===== src/common/rrag_macros.svh =====
`ifndef RRAG_MACROS_SVH
`define RRAG_MACROS_SVH

// architectural register counts
`define RRAG_NUM_GPR 8
`define RRAG_NUM_SEG 6

`define RRAG_ADDR_W 32
`define RRAG_DATA_W 32

// a segment base sits above the 16-bit offset
`define RRAG_SEG_SHIFT 16

`endif

===== src/common/rrag_pkg.sv =====
`include "rrag_macros.svh"

package rrag_pkg;

    // decoded micro-op as it leaves the decoder
    typedef struct packed {
        logic [2:0]              base_reg;
        logic [2:0]              index_reg;
        logic [2:0]              str_reg;
        logic [2:0]              seg1;
        logic [2:0]              seg2;
        logic [1:0]              scale;
        logic                    use_base;
        logic                    use_index;
        logic                    mem1_en;
        logic                    mem2_en;
        logic                    dest_en;
        logic [2:0]              dest_reg;
        logic [`RRAG_ADDR_W-1:0] disp;
        logic [7:0]              tag;
    } uop_t;

    // one generated address, en is low when the operand is unused
    typedef struct packed {
        logic                    en;
        logic [`RRAG_ADDR_W-1:0] addr;
        logic [7:0]              tag;
    } agen_t;

    typedef struct packed {
        logic [`RRAG_ADDR_W-1:0] adr;
        logic                    we;
    } wb_req_t;

    typedef struct packed {
        logic [7:0]              tag;
        logic [`RRAG_DATA_W-1:0] data1;
        logic [`RRAG_DATA_W-1:0] data2;
        logic                    valid1;
        logic                    valid2;
    } result_t;

    typedef struct packed {
        logic                    en;
        logic [2:0]              rnum;
        logic [`RRAG_DATA_W-1:0] value;
    } regwb_t;

    typedef struct packed {
        logic [`RRAG_NUM_SEG-1:0][15:0] base;
    } seg_init_t;

endpackage


===== src/hdl/rrag_top.sv =====
`include "rrag_macros.svh"

module rrag_top (
    input  logic                     clk,
    input  logic                     rst_n,
    input  rrag_pkg::seg_init_t      seg_init,
    input  logic                     in_valid,
    input  rrag_pkg::uop_t           in_uop,
    output logic                     in_ready,
    input  rrag_pkg::regwb_t         regwb,
    output logic                     wb_cyc,
    output logic                     wb_stb,
    output logic [`RRAG_ADDR_W-1:0]  wb_adr,
    output logic                     wb_we,
    input  logic [`RRAG_DATA_W-1:0]  wb_dat_i,
    input  logic                     wb_ack,
    output logic                     out_valid,
    input  logic                     out_ready,
    output rrag_pkg::result_t        out_result
);

    logic [2:0]                rd_base;
    logic [2:0]                rd_index;
    logic [2:0]                rd_str;
    logic [2:0]                rd_seg1;
    logic [2:0]                rd_seg2;
    logic [`RRAG_DATA_W-1:0]   base_val;
    logic [`RRAG_DATA_W-1:0]   index_val;
    logic [`RRAG_DATA_W-1:0]   str_val;
    logic [15:0]               seg1_val;
    logic [15:0]               seg2_val;
    logic [`RRAG_NUM_GPR-1:0]  pending;
    logic                      mark_en;
    logic [2:0]                mark_reg;
    rrag_pkg::agen_t           agen1;
    rrag_pkg::agen_t           agen2;
    logic                      agen1_valid;
    logic                      agen2_valid;
    logic                      agen1_ready;
    logic                      agen2_ready;
    logic [1:0]                m_cyc;
    logic [1:0]                m_stb;
    logic [1:0]                m_ack;
    rrag_pkg::wb_req_t         m_req [2];
    logic [`RRAG_DATA_W-1:0]   m_dat;
    rrag_pkg::wb_req_t         bus_req;
    logic                      f1_done;
    logic                      f2_done;
    logic [`RRAG_DATA_W-1:0]   f1_data;
    logic [`RRAG_DATA_W-1:0]   f2_data;
    rrag_pkg::agen_t           f1_rec;
    rrag_pkg::agen_t           f2_rec;
    logic                      take;

    arch_regs u_regs (
        .clk(clk), .rst_n(rst_n), .seg_init(seg_init),
        .rd_base(rd_base), .rd_index(rd_index), .rd_str(rd_str),
        .rd_seg1(rd_seg1), .rd_seg2(rd_seg2),
        .mark_en(mark_en), .mark_reg(mark_reg), .regwb(regwb),
        .base_val(base_val), .index_val(index_val), .str_val(str_val),
        .seg1_val(seg1_val), .seg2_val(seg2_val), .pending(pending)
    );

    rrag_stage u_stage (
        .clk(clk), .rst_n(rst_n), .in_valid(in_valid), .in_uop(in_uop),
        .in_ready(in_ready),
        .rd_base(rd_base), .rd_index(rd_index), .rd_str(rd_str),
        .rd_seg1(rd_seg1), .rd_seg2(rd_seg2),
        .base_val(base_val), .index_val(index_val), .str_val(str_val),
        .seg1_val(seg1_val), .seg2_val(seg2_val), .pending(pending),
        .mark_en(mark_en), .mark_reg(mark_reg),
        .agen1(agen1), .agen1_valid(agen1_valid), .agen1_ready(agen1_ready),
        .agen2(agen2), .agen2_valid(agen2_valid), .agen2_ready(agen2_ready)
    );

    operand_fetch u_fetch1 (
        .clk(clk), .rst_n(rst_n),
        .req_valid(agen1_valid), .req(agen1), .req_ready(agen1_ready),
        .cyc(m_cyc[0]), .stb(m_stb[0]), .wbreq(m_req[0]),
        .ack(m_ack[0]), .dat_i(m_dat),
        .data_valid(f1_done), .data(f1_data), .rec(f1_rec), .take(take)
    );

    operand_fetch u_fetch2 (
        .clk(clk), .rst_n(rst_n),
        .req_valid(agen2_valid), .req(agen2), .req_ready(agen2_ready),
        .cyc(m_cyc[1]), .stb(m_stb[1]), .wbreq(m_req[1]),
        .ack(m_ack[1]), .dat_i(m_dat),
        .data_valid(f2_done), .data(f2_data), .rec(f2_rec), .take(take)
    );

    wb_arbiter #(
        .req_type(rrag_pkg::wb_req_t)
    ) u_arb (
        .clk(clk), .rst_n(rst_n),
        .m_cyc(m_cyc), .m_stb(m_stb), .m_req(m_req),
        .m_ack(m_ack), .m_dat(m_dat),
        .cyc_o(wb_cyc), .stb_o(wb_stb), .req_o(bus_req),
        .ack_i(wb_ack), .dat_i(wb_dat_i)
    );

    assign wb_adr = bus_req.adr;
    assign wb_we  = bus_req.we;

    // both fetchers finish every micro-op, used or not, so they stay paired
    assign out_valid = f1_done && f2_done;
    assign take      = out_valid && out_ready;

    assign out_result.tag    = f1_rec.tag;
    assign out_result.data1  = f1_data;
    assign out_result.data2  = f2_data;
    assign out_result.valid1 = f1_rec.en;
    assign out_result.valid2 = f2_rec.en;

endmodule


===== src/operand_fetch/wb_arbiter.sv =====
`include "rrag_macros.svh"

module wb_arbiter #(
    parameter type req_type = logic [31:0]
) (
    input  logic                     clk,
    input  logic                     rst_n,
    input  logic [1:0]               m_cyc,
    input  logic [1:0]               m_stb,
    input  req_type                  m_req [2],
    output logic [1:0]               m_ack,
    output logic [`RRAG_DATA_W-1:0]  m_dat,
    output logic                     cyc_o,
    output logic                     stb_o,
    output req_type                  req_o,
    input  logic                     ack_i,
    input  logic [`RRAG_DATA_W-1:0]  dat_i
);

    logic prio;
    logic owner;
    logic locked;
    logic cur;

    // a locked cycle keeps its owner, otherwise the priority master goes first
    always_comb begin
        if (locked) begin
            cur = owner;
        end else if (m_cyc[prio]) begin
            cur = prio;
        end else begin
            cur = ~prio;
        end
    end

    assign cyc_o    = m_cyc[cur];
    assign stb_o    = m_stb[cur];
    assign req_o    = m_req[cur];
    assign m_ack[0] = ack_i && cyc_o && !cur;
    assign m_ack[1] = ack_i && cyc_o && cur;
    assign m_dat    = dat_i;

    always_ff @(posedge clk) begin
        if (!rst_n) begin
            prio   <= 1'b0;
            owner  <= 1'b0;
            locked <= 1'b0;
        end else if (cyc_o && ack_i) begin
            locked <= 1'b0;
            prio   <= ~cur;
        end else if (cyc_o) begin
            locked <= 1'b1;
            owner  <= cur;
        end
    end

endmodule


===== src/operand_fetch/operand_fetch.sv =====
`include "rrag_macros.svh"

module operand_fetch (
    input  logic                     clk,
    input  logic                     rst_n,
    input  logic                     req_valid,
    input  rrag_pkg::agen_t          req,
    output logic                     req_ready,
    output logic                     cyc,
    output logic                     stb,
    output rrag_pkg::wb_req_t        wbreq,
    input  logic                     ack,
    input  logic [`RRAG_DATA_W-1:0]  dat_i,
    output logic                     data_valid,
    output logic [`RRAG_DATA_W-1:0]  data,
    output rrag_pkg::agen_t          rec,
    input  logic                     take
);

    typedef enum logic [1:0] {
        st_idle,
        st_bus,
        st_hold
    } state_t;

    state_t state;

    always_ff @(posedge clk) begin
        if (!rst_n) begin
            state <= st_idle;
        end else begin
            case (state)
                st_idle: begin
                    if (req_valid) begin
                        state <= req.en ? st_bus : st_hold;
                    end
                end
                st_bus: begin
                    if (ack) begin
                        state <= st_hold;
                    end
                end
                st_hold: begin
                    if (take) begin
                        state <= st_idle;
                    end
                end
                default: state <= st_idle;
            endcase
        end
    end

    // an unused operand finishes with a zero word and no bus cycle
    always_ff @(posedge clk) begin
        if (state == st_idle && req_valid) begin
            rec  <= req;
            data <= '0;
        end else if (state == st_bus && ack) begin
            data <= dat_i;
        end
    end

    assign req_ready  = (state == st_idle);
    assign cyc        = (state == st_bus);
    assign stb        = (state == st_bus);
    assign wbreq.adr  = rec.addr;
    assign wbreq.we   = 1'b0;

    // data_valid means the fetch is finished, rec.en tells if it was a real read
    assign data_valid = (state == st_hold);

endmodule


===== src/hdl/rrag_stage.sv =====
`include "rrag_macros.svh"

module rrag_stage (
    input  logic                      clk,
    input  logic                      rst_n,
    input  logic                      in_valid,
    input  rrag_pkg::uop_t            in_uop,
    output logic                      in_ready,
    output logic [2:0]                rd_base,
    output logic [2:0]                rd_index,
    output logic [2:0]                rd_str,
    output logic [2:0]                rd_seg1,
    output logic [2:0]                rd_seg2,
    input  logic [`RRAG_DATA_W-1:0]   base_val,
    input  logic [`RRAG_DATA_W-1:0]   index_val,
    input  logic [`RRAG_DATA_W-1:0]   str_val,
    input  logic [15:0]               seg1_val,
    input  logic [15:0]               seg2_val,
    input  logic [`RRAG_NUM_GPR-1:0]  pending,
    output logic                      mark_en,
    output logic [2:0]                mark_reg,
    output rrag_pkg::agen_t           agen1,
    output logic                      agen1_valid,
    input  logic                      agen1_ready,
    output rrag_pkg::agen_t           agen2,
    output logic                      agen2_valid,
    input  logic                      agen2_ready
);

    logic                    running;
    logic                    dep_stall;
    logic                    slots_free;
    logic                    accept;
    logic [`RRAG_ADDR_W-1:0] base_term;
    logic [`RRAG_ADDR_W-1:0] index_term;
    logic [`RRAG_ADDR_W-1:0] seg1_base;
    logic [`RRAG_ADDR_W-1:0] seg2_base;
    logic [`RRAG_ADDR_W-1:0] addr1;
    logic [`RRAG_ADDR_W-1:0] addr2;

    assign rd_base  = in_uop.base_reg;
    assign rd_index = in_uop.index_reg;
    assign rd_str   = in_uop.str_reg;
    assign rd_seg1  = in_uop.seg1;
    assign rd_seg2  = in_uop.seg2;

    // only registers that feed an enabled address can hold the micro-op back
    assign dep_stall = (in_uop.mem1_en &&
                        ((in_uop.use_base && pending[in_uop.base_reg]) ||
                         (in_uop.use_index && pending[in_uop.index_reg]))) ||
                       (in_uop.mem2_en && pending[in_uop.str_reg]);

    assign slots_free = (!agen1_valid || agen1_ready) && (!agen2_valid || agen2_ready);
    assign in_ready   = running && !dep_stall && slots_free;
    assign accept     = in_valid && in_ready;
    assign mark_en    = accept && in_uop.dest_en;
    assign mark_reg   = in_uop.dest_reg;

    assign base_term  = in_uop.use_base ? base_val : '0;
    assign index_term = in_uop.use_index ? (index_val << in_uop.scale) : '0;
    assign seg1_base  = `RRAG_ADDR_W'(seg1_val) << `RRAG_SEG_SHIFT;
    assign seg2_base  = `RRAG_ADDR_W'(seg2_val) << `RRAG_SEG_SHIFT;
    assign addr1      = base_term + index_term + in_uop.disp + seg1_base;
    assign addr2      = str_val + seg2_base;

    // running holds issue off for the first cycle out of reset
    always_ff @(posedge clk) begin
        if (!rst_n) begin
            running     <= 1'b0;
            agen1_valid <= 1'b0;
            agen2_valid <= 1'b0;
        end else begin
            running <= 1'b1;
            if (accept) begin
                agen1_valid <= 1'b1;
                agen2_valid <= 1'b1;
            end else begin
                if (agen1_ready) begin
                    agen1_valid <= 1'b0;
                end
                if (agen2_ready) begin
                    agen2_valid <= 1'b0;
                end
            end
        end
    end

    // both slots get a record so the fetchers stay in step with issue order
    always_ff @(posedge clk) begin
        if (accept) begin
            agen1 <= '{en: in_uop.mem1_en, addr: addr1, tag: in_uop.tag};
            agen2 <= '{en: in_uop.mem2_en, addr: addr2, tag: in_uop.tag};
        end
    end

endmodule


===== src/hdl/arch_regs.sv =====
`include "rrag_macros.svh"

module arch_regs (
    input  logic                      clk,
    input  logic                      rst_n,
    input  rrag_pkg::seg_init_t       seg_init,
    input  logic [2:0]                rd_base,
    input  logic [2:0]                rd_index,
    input  logic [2:0]                rd_str,
    input  logic [2:0]                rd_seg1,
    input  logic [2:0]                rd_seg2,
    input  logic                      mark_en,
    input  logic [2:0]                mark_reg,
    input  rrag_pkg::regwb_t          regwb,
    output logic [`RRAG_DATA_W-1:0]   base_val,
    output logic [`RRAG_DATA_W-1:0]   index_val,
    output logic [`RRAG_DATA_W-1:0]   str_val,
    output logic [15:0]               seg1_val,
    output logic [15:0]               seg2_val,
    output logic [`RRAG_NUM_GPR-1:0]  pending
);

    logic [`RRAG_DATA_W-1:0] gpr [`RRAG_NUM_GPR];
    logic [15:0]             seg [`RRAG_NUM_SEG];

    always_ff @(posedge clk) begin
        if (regwb.en) begin
            gpr[regwb.rnum] <= regwb.value;
        end
    end

    // segment bases are only loaded from the init vector during reset
    always_ff @(posedge clk) begin
        if (!rst_n) begin
            for (int i = 0; i < `RRAG_NUM_SEG; i++) begin
                seg[i] <= seg_init.base[i];
            end
        end
    end

    // writeback clears first so a mark on the same register takes over
    always_ff @(posedge clk) begin
        if (!rst_n) begin
            pending <= '0;
        end else begin
            if (regwb.en) begin
                pending[regwb.rnum] <= 1'b0;
            end
            if (mark_en) begin
                pending[mark_reg] <= 1'b1;
            end
        end
    end

    assign base_val  = gpr[rd_base];
    assign index_val = gpr[rd_index];
    assign str_val   = gpr[rd_str];

    // segment numbers 6 and 7 do not exist and read as a zero base
    always_comb begin
        seg1_val = '0;
        seg2_val = '0;
        if (32'(rd_seg1) < `RRAG_NUM_SEG) begin
            seg1_val = seg[rd_seg1];
        end
        if (32'(rd_seg2) < `RRAG_NUM_SEG) begin
            seg2_val = seg[rd_seg2];
        end
    end

endmodule


===== config.mk =====
export PLATFORM = sky130hd
export DESIGN_NAME = rrag_top
export DESIGN_NICKNAME = d
export VERILOG_FILES = /design/src/common/rrag_pkg.sv /design/src/hdl/rrag_top.sv /design/src/operand_fetch/wb_arbiter.sv /design/src/operand_fetch/operand_fetch.sv /design/src/hdl/rrag_stage.sv /design/src/hdl/arch_regs.sv
export VERILOG_INCLUDE_DIRS = /design/src /design/src/common
export SDC_FILE = /design/constraint.sdc
export NUM_CORES = 1
export LEC_CHECK = 0
export ABC_AREA = 1
export BUFFER_PORTS_ARGS = -buffer_cell sky130_fd_sc_hd__buf_4
export CAP_MARGIN = 10
export CORE_ASPECT_RATIO = 0.75
export CORE_MARGIN = 2
export CORE_UTILIZATION = 55
export CTS_CLUSTER_DIAMETER = 200
export DETAILED_ROUTE_END_ITERATION = 8
export MAX_ROUTING_LAYER = met4
export PLACE_DENSITY = 0.77
export SYNTH_ARGS = -nofsm -noshare
export SYNTH_HDL_FRONTEND = slang
export SYNTH_HIERARCHICAL = 1
export SYNTH_SLANG_ARGS = --single-unit

===== constraint.sdc =====
create_clock -name clk -period 5.44 [get_ports clk]
set_clock_uncertainty 0.05 [all_clocks]
set_input_delay 1.088 -clock clk [delete_from_list [all_inputs] [get_ports clk]]
set_output_delay 1.088 -clock clk [all_outputs]
set_load 0.1 [all_outputs]

### Word-level counts from Yosys, hierarchy flattened

Memories as Yosys holds them, arrays and structs flattened.
Index checks and enable logic that the tools add are counted.

* bits in registers: 230
* memories kept: 2
* logic and storage cells: 137
* input bits: 234
* output and inout port bits: 111
* bits in writable memories: 352

* bitwise gates (word level): 8
* add/sub/neg operators: 4
* muxes and demuxes: 43
* reduce and logical (&&, ||, !) cells: 36
* shift operators: 1
* equality and inequality tests: 10
* order comparisons: 12

Memories
* u_regs.gpr: depth 8, width 32, read ports 3, clocked after memory_dff 0, write ports 1, RTL line arch_regs.sv:23 `` logic [`RRAG_DATA_W-1:0] gpr [`RRAG_NUM_GPR]; ``
* u_regs.seg: depth 6, width 16, read ports 2, clocked after memory_dff 0, write ports 6, RTL line arch_regs.sv:24 `` logic [15:0] seg [`RRAG_NUM_SEG]; ``

Operator list (number)
* 32-bit adder: 4
* 33-bit 2-to-1 mux: 3
* 32-bit 2-to-1 mux: 2
* 16-bit 2-to-1 mux: 2
* 32-bit by 2-bit << shifter with 32-bit output: 1
* 8-bit 2-to-1 mux: 3
* 1-bit logical AND: 20
* 3-bit by 4-bit less-than comparator with 1-bit output (second input constant): 5
* 1-bit 2-to-1 mux: 19
* 2-bit 2-to-1 mux: 7
* 2-bit case mux with 3 select lines: 2
* 1-bit binary-select mux with 3-bit select: 3
* 8-bit bitwise AND: 1
* 2-bit by 1-bit != test with 1-bit output (second input constant): 4
* 8-bit NOT: 1
* 8-bit OR: 1
* 1-bit demux with 3-bit select: 2
* 3-bit by 1-bit greater-or-equal comparator with 1-bit output (second input constant): 2
* 3-bit less-than comparator (second input constant): 2
* 3-bit AND reduction: 2
* 2-bit by 1-bit == test with 1-bit output (second input constant): 2
* 2-bit == test (second input constant): 2
* 1-bit zero test: 4
* 2-bit zero test: 2
* 9 further kinds: 18

### Logic depth before layout (Yosys ltp)

Gate-level depths: netlist (run 1).

* word-level depth: 12
* gate-level depth with buffers: 27
* depth with buffers taken out: 25

### Modules after synthesis

Netlist (run 1), hierarchy kept.

Modules (own cells, without submodules)
* arch_regs: cells an instance 2302, times used 1, seq. area each 10730.3 um^2, area an instance 19795.2 um^2
* rrag_stage: cells an instance 933, times used 1, seq. area each 2282.2 um^2, area an instance 7612.3 um^2
* operand_fetch: cells an instance 239, times used 2, seq. area each 1911.8 um^2, area an instance 3081.7 um^2
* wb_arbiter: cells an instance 175, times used 1, seq. area each 60.1 um^2, area an instance 877.1 um^2
* rrag_top: cells an instance 4, times used 1, seq. area each 0.0 um^2, area an instance 17.5 um^2

### Least setup slack after synthesis (run 1)

OpenSTA, ideal clock, no wires.

* path type: input to register
* start point: input in_uop[60] (netlist name)
* end point: register u_stage/agen1[36] (netlist name)
* path buffers: 3
* setup time: 252 ps
* stages on the path: 24
* setup slack: 749 ps
* arrival: 4388 ps
* required time: 5138 ps
* cells stage by stage: buf_4 buf_2 clkbuf_1 o211ai_1 nand2_1 nand2_1 nand2_1 inv_1 o21ai_0 a22oi_1 fa_1 inv_1 ha_1 ha_1 inv_1 fa_1 o21ai_2 nand2_1 nand2_2 nand2_2 nand2_2 nand3b_1 nand3_1 nand2_1

* cells in the longest elaborated chain, start to end: 6

Ends and longest elaborated chain
* start, declared: RTL line rrag_top.sv:8 `input rrag_pkg::uop_t in_uop,`
* memory read 8 x 32 bit
* net index_val[2]: RTL line rrag_top.sv:28 `` logic [`RRAG_DATA_W-1:0] index_val; ``
* 32-bit by 2-bit << shifter with 32-bit output: RTL line rrag_stage.sv:60 `assign index_term = in_uop.use_index ? (index_val << in_uop.scale) : '0;`
* 32-bit 2-to-1 mux: RTL line rrag_stage.sv:60
* 32-bit adder (3 in series): RTL line rrag_stage.sv:63 `assign addr1 = base_term + index_term + in_uop.disp + seg1_base;`
* net u_stage.addr1[28]: RTL line rrag_stage.sv:38 `` logic [`RRAG_ADDR_W-1:0] addr1; ``

The timed path passes the listed nets, and every way through them passes these cells.
A chain may end at the register's enable or synchronous reset.

### Worst setup path in the final report (run 1)

* start point: input in_uop[59] (netlist name)
* end point: register u_stage/agen1[35] (netlist name)

* cells in the longest elaborated chain, start to end: 6

Ends and longest elaborated chain (RTL line)
* memory read 8 x 32 bit
* net index_val[4]: rrag_top.sv:28
* 32-bit by 2-bit << shifter with 32-bit output: rrag_stage.sv:60
* 32-bit 2-to-1 mux: rrag_stage.sv:60
* 32-bit adder (3 in series): rrag_stage.sv:63
* net u_stage.addr1[27]: rrag_stage.sv:38

The timed path passes the listed nets, and every way through them passes these cells.

==> run metrics, run 1 <==
placed cell count roughly 4.8k; initial antenna violation count 5; Hold Startpoint u_stage/agen1[29]$_DFFE_PP_; Gate Count Post-Synth about 3.9k; fin cells slightly below 5k; Final Wtd Congestion ~0.96; Post-CTS Setup Repair Bufs 0; die area between 60000 and 70000 um^2; RSZ-0062 raised after global routing no; Mapped Area approximately 34000 um^2; switching share of power between 30% and 40%; number of max-cap violations 0; IO buf count approximately 340; share of total power in the clock network approximately a third; final WL 96300 um; hold depth 0; element type at the critical path end register; relative slew slack a little over a third; Switch Pwr about 3.7 mW; RR Endpoint u_stage/agen1[35]$_DFFE_PP_; total CTS buffers 56; Worst EP required 5740 ps; critical path data arrival time between 4000 and 5000 ps; utilization after layout between 60% and 70%; VDD IR max ~0.27 mV; share of cells above drive strength 1 between 10% and 20%; TritonCTS clock tree done; outcome finished, final reports clean; Row Count 79; vias in the first global route about 25k; root buf cell clkbuf_16; Hold Crit Endpoint u_fetch1/rec[29]$_DFFE_PP_; combinational fraction of design power between 20% and 30%; crit start category input port; DRC viols 0; Final Cycle Share 85.6%; total number of vias approximately 28k; drt via density about 5.7; Core Region a little over 60000 um^2; Die Wd about 290 um; Post-DRT Antenna Nets 0; global-route wire length before repair approximately 150000 um; Synth Net Count between 4k and 5k; fmax roughly 210 MHz; worst-skew pair later-pin latency about 630 ps; # IOs 345; Seq pwr share 44.4%; Starting Density a little under three fifths; H-tree levels 2; total congestion overflow 0; class of the worst hold path register to register; Clock Path Buffers 3; Layout Nets 4358; Slew @ Worst Pin roughly 980 ps; worst hold margin about 360 ps; Setup violations, final 0; syn avg cell area 8.81 um^2; GRT Total Usage about 30%; final hold vios 0; P_leak between 15 and 20 nW; Slew Viols, Final 0; die height roughly 220 um; fin crit period 4660 ps; cts repair resizes 0; CTS Sinks between 500 and 600; DP Worst Slack approximately 270 ps; dpl hpwl slightly below 70000 um; drt pass-1 iters 6; Worst Reg-to-Reg Cells 25; Area growth syn-to-layout 11.9%; PwrDens a little over 300 nW/um^2; R2R Path Start u_regs/gpr[5][2]$_DFFE_PP_; R2R setup slack 1400 ps; largest net degree at the start of global routing between 100 and 150; synth warn 6; starting DRC count in detailed routing ~3.7k; Hold-fix buffers, CTS 0; critical path type input port to register; Clk pin slew, worst setup/hold paths about 60 ps; crit-path max FO 95; setup TNS 0 ps; worst setup margin 781 ps; Routed WL per cell 19.7 um; Int Power 8.13 mW
==> per-layer routing <==
layer | vias to the layer above | share of wire [%] | wire (um) | GRT usage [%]
li1 | 13300 | - | - | -
met1 | 13100 | 43 | 41200 | 42.9
met2 | 1434 | 43 | 41400 | 43.3
met3 | 176 | 12 | 11500 | 7.88
met4 | 0 | 2.3 | 2190 | 7.37
met5 | - | 0 | 0 | -
==> power groups by stage <==
stage / clock, mW / sequential (mW) / combinational [mW]
finish: 3.73 / 5.25 / 2.84
global route: 3.96 / 5.27 / 3.12
CTS: 3.79 / 5.25 / 2.79
detailed placement: 0 / 5.34 / 2.77
global placement: 0 / 5.34 / 2.74
floorplan: 0 / 5.36 / 1.89
==> metrics by stage <==
stage	cell area, um^2	total power, mW
after floorplan	34200	7.25
after global placement	36500	8.08
after detailed placement	36500	8.12
after CTS	38200	11.8
after global routing	38200	12.4
final	38200	11.8
==> layout make-up <==
type	instances	area, um^2
fillers	5196	23500
well taps	810	1010
repair buffers	425	3330
inverters	420	1580
multi-input cells	2532	13900
diodes	5	12.5
flip-flops and latches	582	16700
clock inverters	35	269
clock buffers	70	1460
==> registers in the layout, summed over array words and instances, names as in the netlist <==
| signal | cells |
|---|---|
| u_arb/prio | 1 |
| u_fetch2/rec | 33 |
| u_stage/agen2_valid | 1 |
| u_fetch1/rec | 41 |
| u_stage/agen1_valid | 1 |
| u_arb/locked | 1 |
| u_regs/seg | 96 |
| u_arb/owner | 1 |
| u_stage/agen1 | 33 |
| u_stage/running | 1 |
| u_fetch2/state | 2 |
| u_fetch1/state | 2 |
| u_fetch2/data | 32 |
| u_regs/gpr | 256 |
| u_fetch1/data | 32 |
| u_stage/agen2 | 41 |
| u_regs/pending | 8 |
==> cell usage in the layout (no fill, tap or decap), drive strengths merged <==
| cell type | instances |
|---|---|
| fa | 48 |
| ha | 59 |
| a22oi | 1 |
| a21o | 4 |
| inv | 420 |
| nand2 | 1203 |
| or2 | 3 |
| clkinv | 28 |
| diode | 5 |
| xor2 | 25 |
| mux2i | 35 |
| buf | 425 |
| nand3 | 122 |
| dfxtp | 82 |
| o21a | 2 |
| o22ai | 27 |
| nand3b | 6 |
| o21ai | 265 |
| o31ai | 1 |
| a21boi | 5 |
| o21bai | 7 |
| xnor2 | 9 |
| nor4 | 2 |
| a21oi | 339 |
| nor3 | 10 |
| nand4 | 21 |
| bufinv | 3 |
| conb | 2 |
| clkbuf | 70 |
| clkinvlp | 4 |
| nor2 | 84 |
| edfxtp | 500 |
| o211ai | 252 |
==> critical path, stage by stage <==
cell     delay, ps
buf_6          460
buf_12         320
o21ai_0        130
nand2_1         70
nand2_1         40
nand2_1        110
mux2i_1         90
o21ai_0        230
inv_1          110
fa_1           510
inv_1           40
ha_1           260
ha_1           340
a21oi_1        200
nand2_1        170
nand3_1        110
nand2_1        120
nand2_1         90
nand2_1         90
nand2_1        120
nand3_1         80
nand2_1         60
nand2_1         70
==> worst max path at each step <==
stage / to / cells after the start / startpoint / slack (ps)
2_1_floorplan: u_stage/agen1[36]$_DFFE_PP_ / 24 / in_uop[60] / 750
3_3_place_gp: u_stage/agen1[29]$_DFFE_PP_ / 20 / in_uop[59] / 260
3_5_place_dp: u_stage/agen1[35]$_DFFE_PP_ / 23 / in_uop[59] / 270
4_1_cts: u_stage/agen1[35]$_DFFE_PP_ / 23 / in_uop[59] / 910
5_1_grt: u_stage/agen1[27]$_DFFE_PP_ / 23 / in_uop[59] / 400
6_report: u_stage/agen1[35]$_DFFE_PP_ / 23 / in_uop[59] / 780
Power figures use the tool's default switching activity.
==> run 2: changes to the inputs <==
Settings changed: CTS_BUF_LIST from default to sky130_fd_sc_hd__clkbuf_4 sky130_fd_sc_hd__clkbuf_8 sky130_fd_sc_hd__clkbuf_16.
==> run 2 against run 1 <==
  * Core utilization increased by 0.075 points
  * Non-clock buffer count unchanged
  * Clock power increased by 2%
==> run metrics, run 2 (synthesis results as in run 1) <==
crit start category input port; Slew @ Worst Pin 1000 ps; DRC viols 0; commonest non-fill, non-tap cell in the layout nand2_1; final WL just under 100000 um; Clk pin slew, worst setup/hold paths 60 ps; die height approximately 220 um; number of max-cap violations 0; outcome finished, final reports clean; P_leak roughly 16 nW; CTS Sinks roughly 580; global-route wire length before repair about 150000 um; dpl hpwl around 68000 um; critical path type input port to register; commonest non-fill, non-tap cells in the layout 1158 x nand2_1, 500 x edfxtp_1, 413 x inv_1; root buf cell clkbuf_16; R2R Path Start u_regs/gpr[5][2]$_DFFE_PP_; starting DRC count in detailed routing 3717; IO buf count 343; Post-CTS Setup Repair Bufs 0; element type at the critical path end register; TritonCTS clock tree done; Post-DRT Antenna Nets 0; Clock Path Buffers 3; cts repair resizes 0; fin cells roughly 5k; share of cells above drive strength 1 approximately 16%; Row Count just under 80; Area growth syn-to-layout 12.0%; Layout Nets ~4.4k; # IOs about 350; Worst Reg-to-Reg Cells 25; vias in the first global route around 25k; Crit. Startpoint in_uop[59]; Starting Density between 50 and 60%; total CTS buffers 56; Slew Viols, Final 0; top flop regs u_regs/gpr: 256 flops, u_regs/seg: 96 flops; crit-path max FO 95; class of the worst hold path register to register; total congestion overflow 0; Setup violations, final 0; placed cell count 4769; largest net degree at the start of global routing approximately 140; Core Region 61700 um^2; drt pass-1 iters 9; Routed WL per cell 19.8 um; VDD IR max between 0.2 and 0.3 mV; final hold vios 0; relative slew slack roughly a third; Pwr Total 11.9 mW; Largest Register u_regs/gpr; Die Wd 292 um; die area around 64000 um^2; Worst EP required around 5700 ps; initial antenna violation count 5; critical path data arrival time just under 5000 ps; GRT Total Usage 30.2%; drt via density ~5.7; fin crit period 4650 ps; total number of vias around 28k; crit path capture u_stage/agen1[35]$_DFFE_PP_; H-tree levels 2; Final Wtd Congestion around 0.96; RSZ-0062 raised after global routing no; fmax between 200 and 250 MHz; max FFs per register about 260; worst-skew pair later-pin latency 630 ps; setup TNS 0 ps; Final Cycle Share a little under nine tenths; RR Endpoint u_stage/agen1[35]$_DFFE_PP_; fillers 5186; R2R setup slack 1390 ps; Hold-fix buffers, CTS 0; PwrDens approximately 310 nW/um^2; hold depth 0
run 2: changes by cell type in the layout (fill, tap and decap cells not counted):
cell,delta
clkbuf_1,-13
clkbuf_4,+13
diode_2,-1
run 2: power by group:
group | total, mW | leakage (nW) | internal (mW) | switching [mW]
Combinational | 2.84 | 10.3 | 0.922 | 1.92
Clock | 3.80 | 0.878 | 2.12 | 1.68
Sequential | 5.25 | 5.29 | 5.16 | 0.0922
run 2: final cells by class:
type / count / area [um^2] / area share, %
flip-flops and latches: 582 / 16700 / 43.5
multi-input cells: 2532 / 13900 / 36.3
repair buffers: 425 / 3330 / 8.69
inverters: 420 / 1580 / 4.13
clock buffers: 70 / 1510 / 3.95
well taps: 810 / 1010 / 2.65
clock inverters: 35 / 269 / 0.703
diodes: 4 / 10.0 / 0.0262
run 2: layer usage:
layer | vias up | GRT usage (%) | part of all wire, %
met1 | 13100 | 42.7 | 43
met4 | 0 | 7.04 | 2.1
met3 | 154 | 8.21 | 12
met2 | 1361 | 43.4 | 43
li1 | 13300 | - | -
met5 | - | - | 0
run 2: stage by stage:
| stage | util, % | hold slack [ps] | area, um^2 | setup slack [ps] |
|---|---|---|---|---|
| 2_1_floorplan | - | 350 | 34200 | 749 |
| 3_3_place_gp | 59.1 | 351 | 36500 | 257 |
| 3_5_place_dp | 59.1 | 355 | 36500 | 273 |
| 4_1_cts | 62.0 | 366 | 38300 | 907 |
| 5_1_grt | 62.0 | 372 | 38300 | 404 |
| 6_report | 62.0 | 364 | 38300 | 791 |
run 2: how the worst min path moves through the flow:
stage / end / from / slack, ps
2_1_floorplan: u_fetch1/rec[0]$_DFFE_PP_ / u_stage/agen2[0]$_DFFE_PP_ / 350
3_3_place_gp: u_fetch2/rec[18]$_DFFE_PP_ / u_stage/agen2[18]$_DFFE_PP_ / 350
3_5_place_dp: u_fetch1/rec[31]$_DFFE_PP_ / u_stage/agen1[31]$_DFFE_PP_ / 350
4_1_cts: u_fetch1/rec[14]$_DFFE_PP_ / u_stage/agen1[14]$_DFFE_PP_ / 370
5_1_grt: u_fetch1/rec[14]$_DFFE_PP_ / u_stage/agen1[14]$_DFFE_PP_ / 370
6_report: u_fetch1/rec[29]$_DFFE_PP_ / u_stage/agen1[29]$_DFFE_PP_ / 360
run 2: worst max-delay path, stage by stage:
cell      delay (ps)
buf_6            460
buf_12           320
o211ai_1         110
nand2_1           70
nand2_1           50
nand2_1          110
mux2i_1           90
o21ai_0          220
inv_1            110
fa_1             510
inv_1             40
ha_1             260
ha_1             330
a21oi_1          200
nand2_1          170
nand3_1          110
nand2_1          110
nand2_1           90
nand2_1          100
nand2_1          120
nand3_1           80
nand2_1           60
nand2_1           90
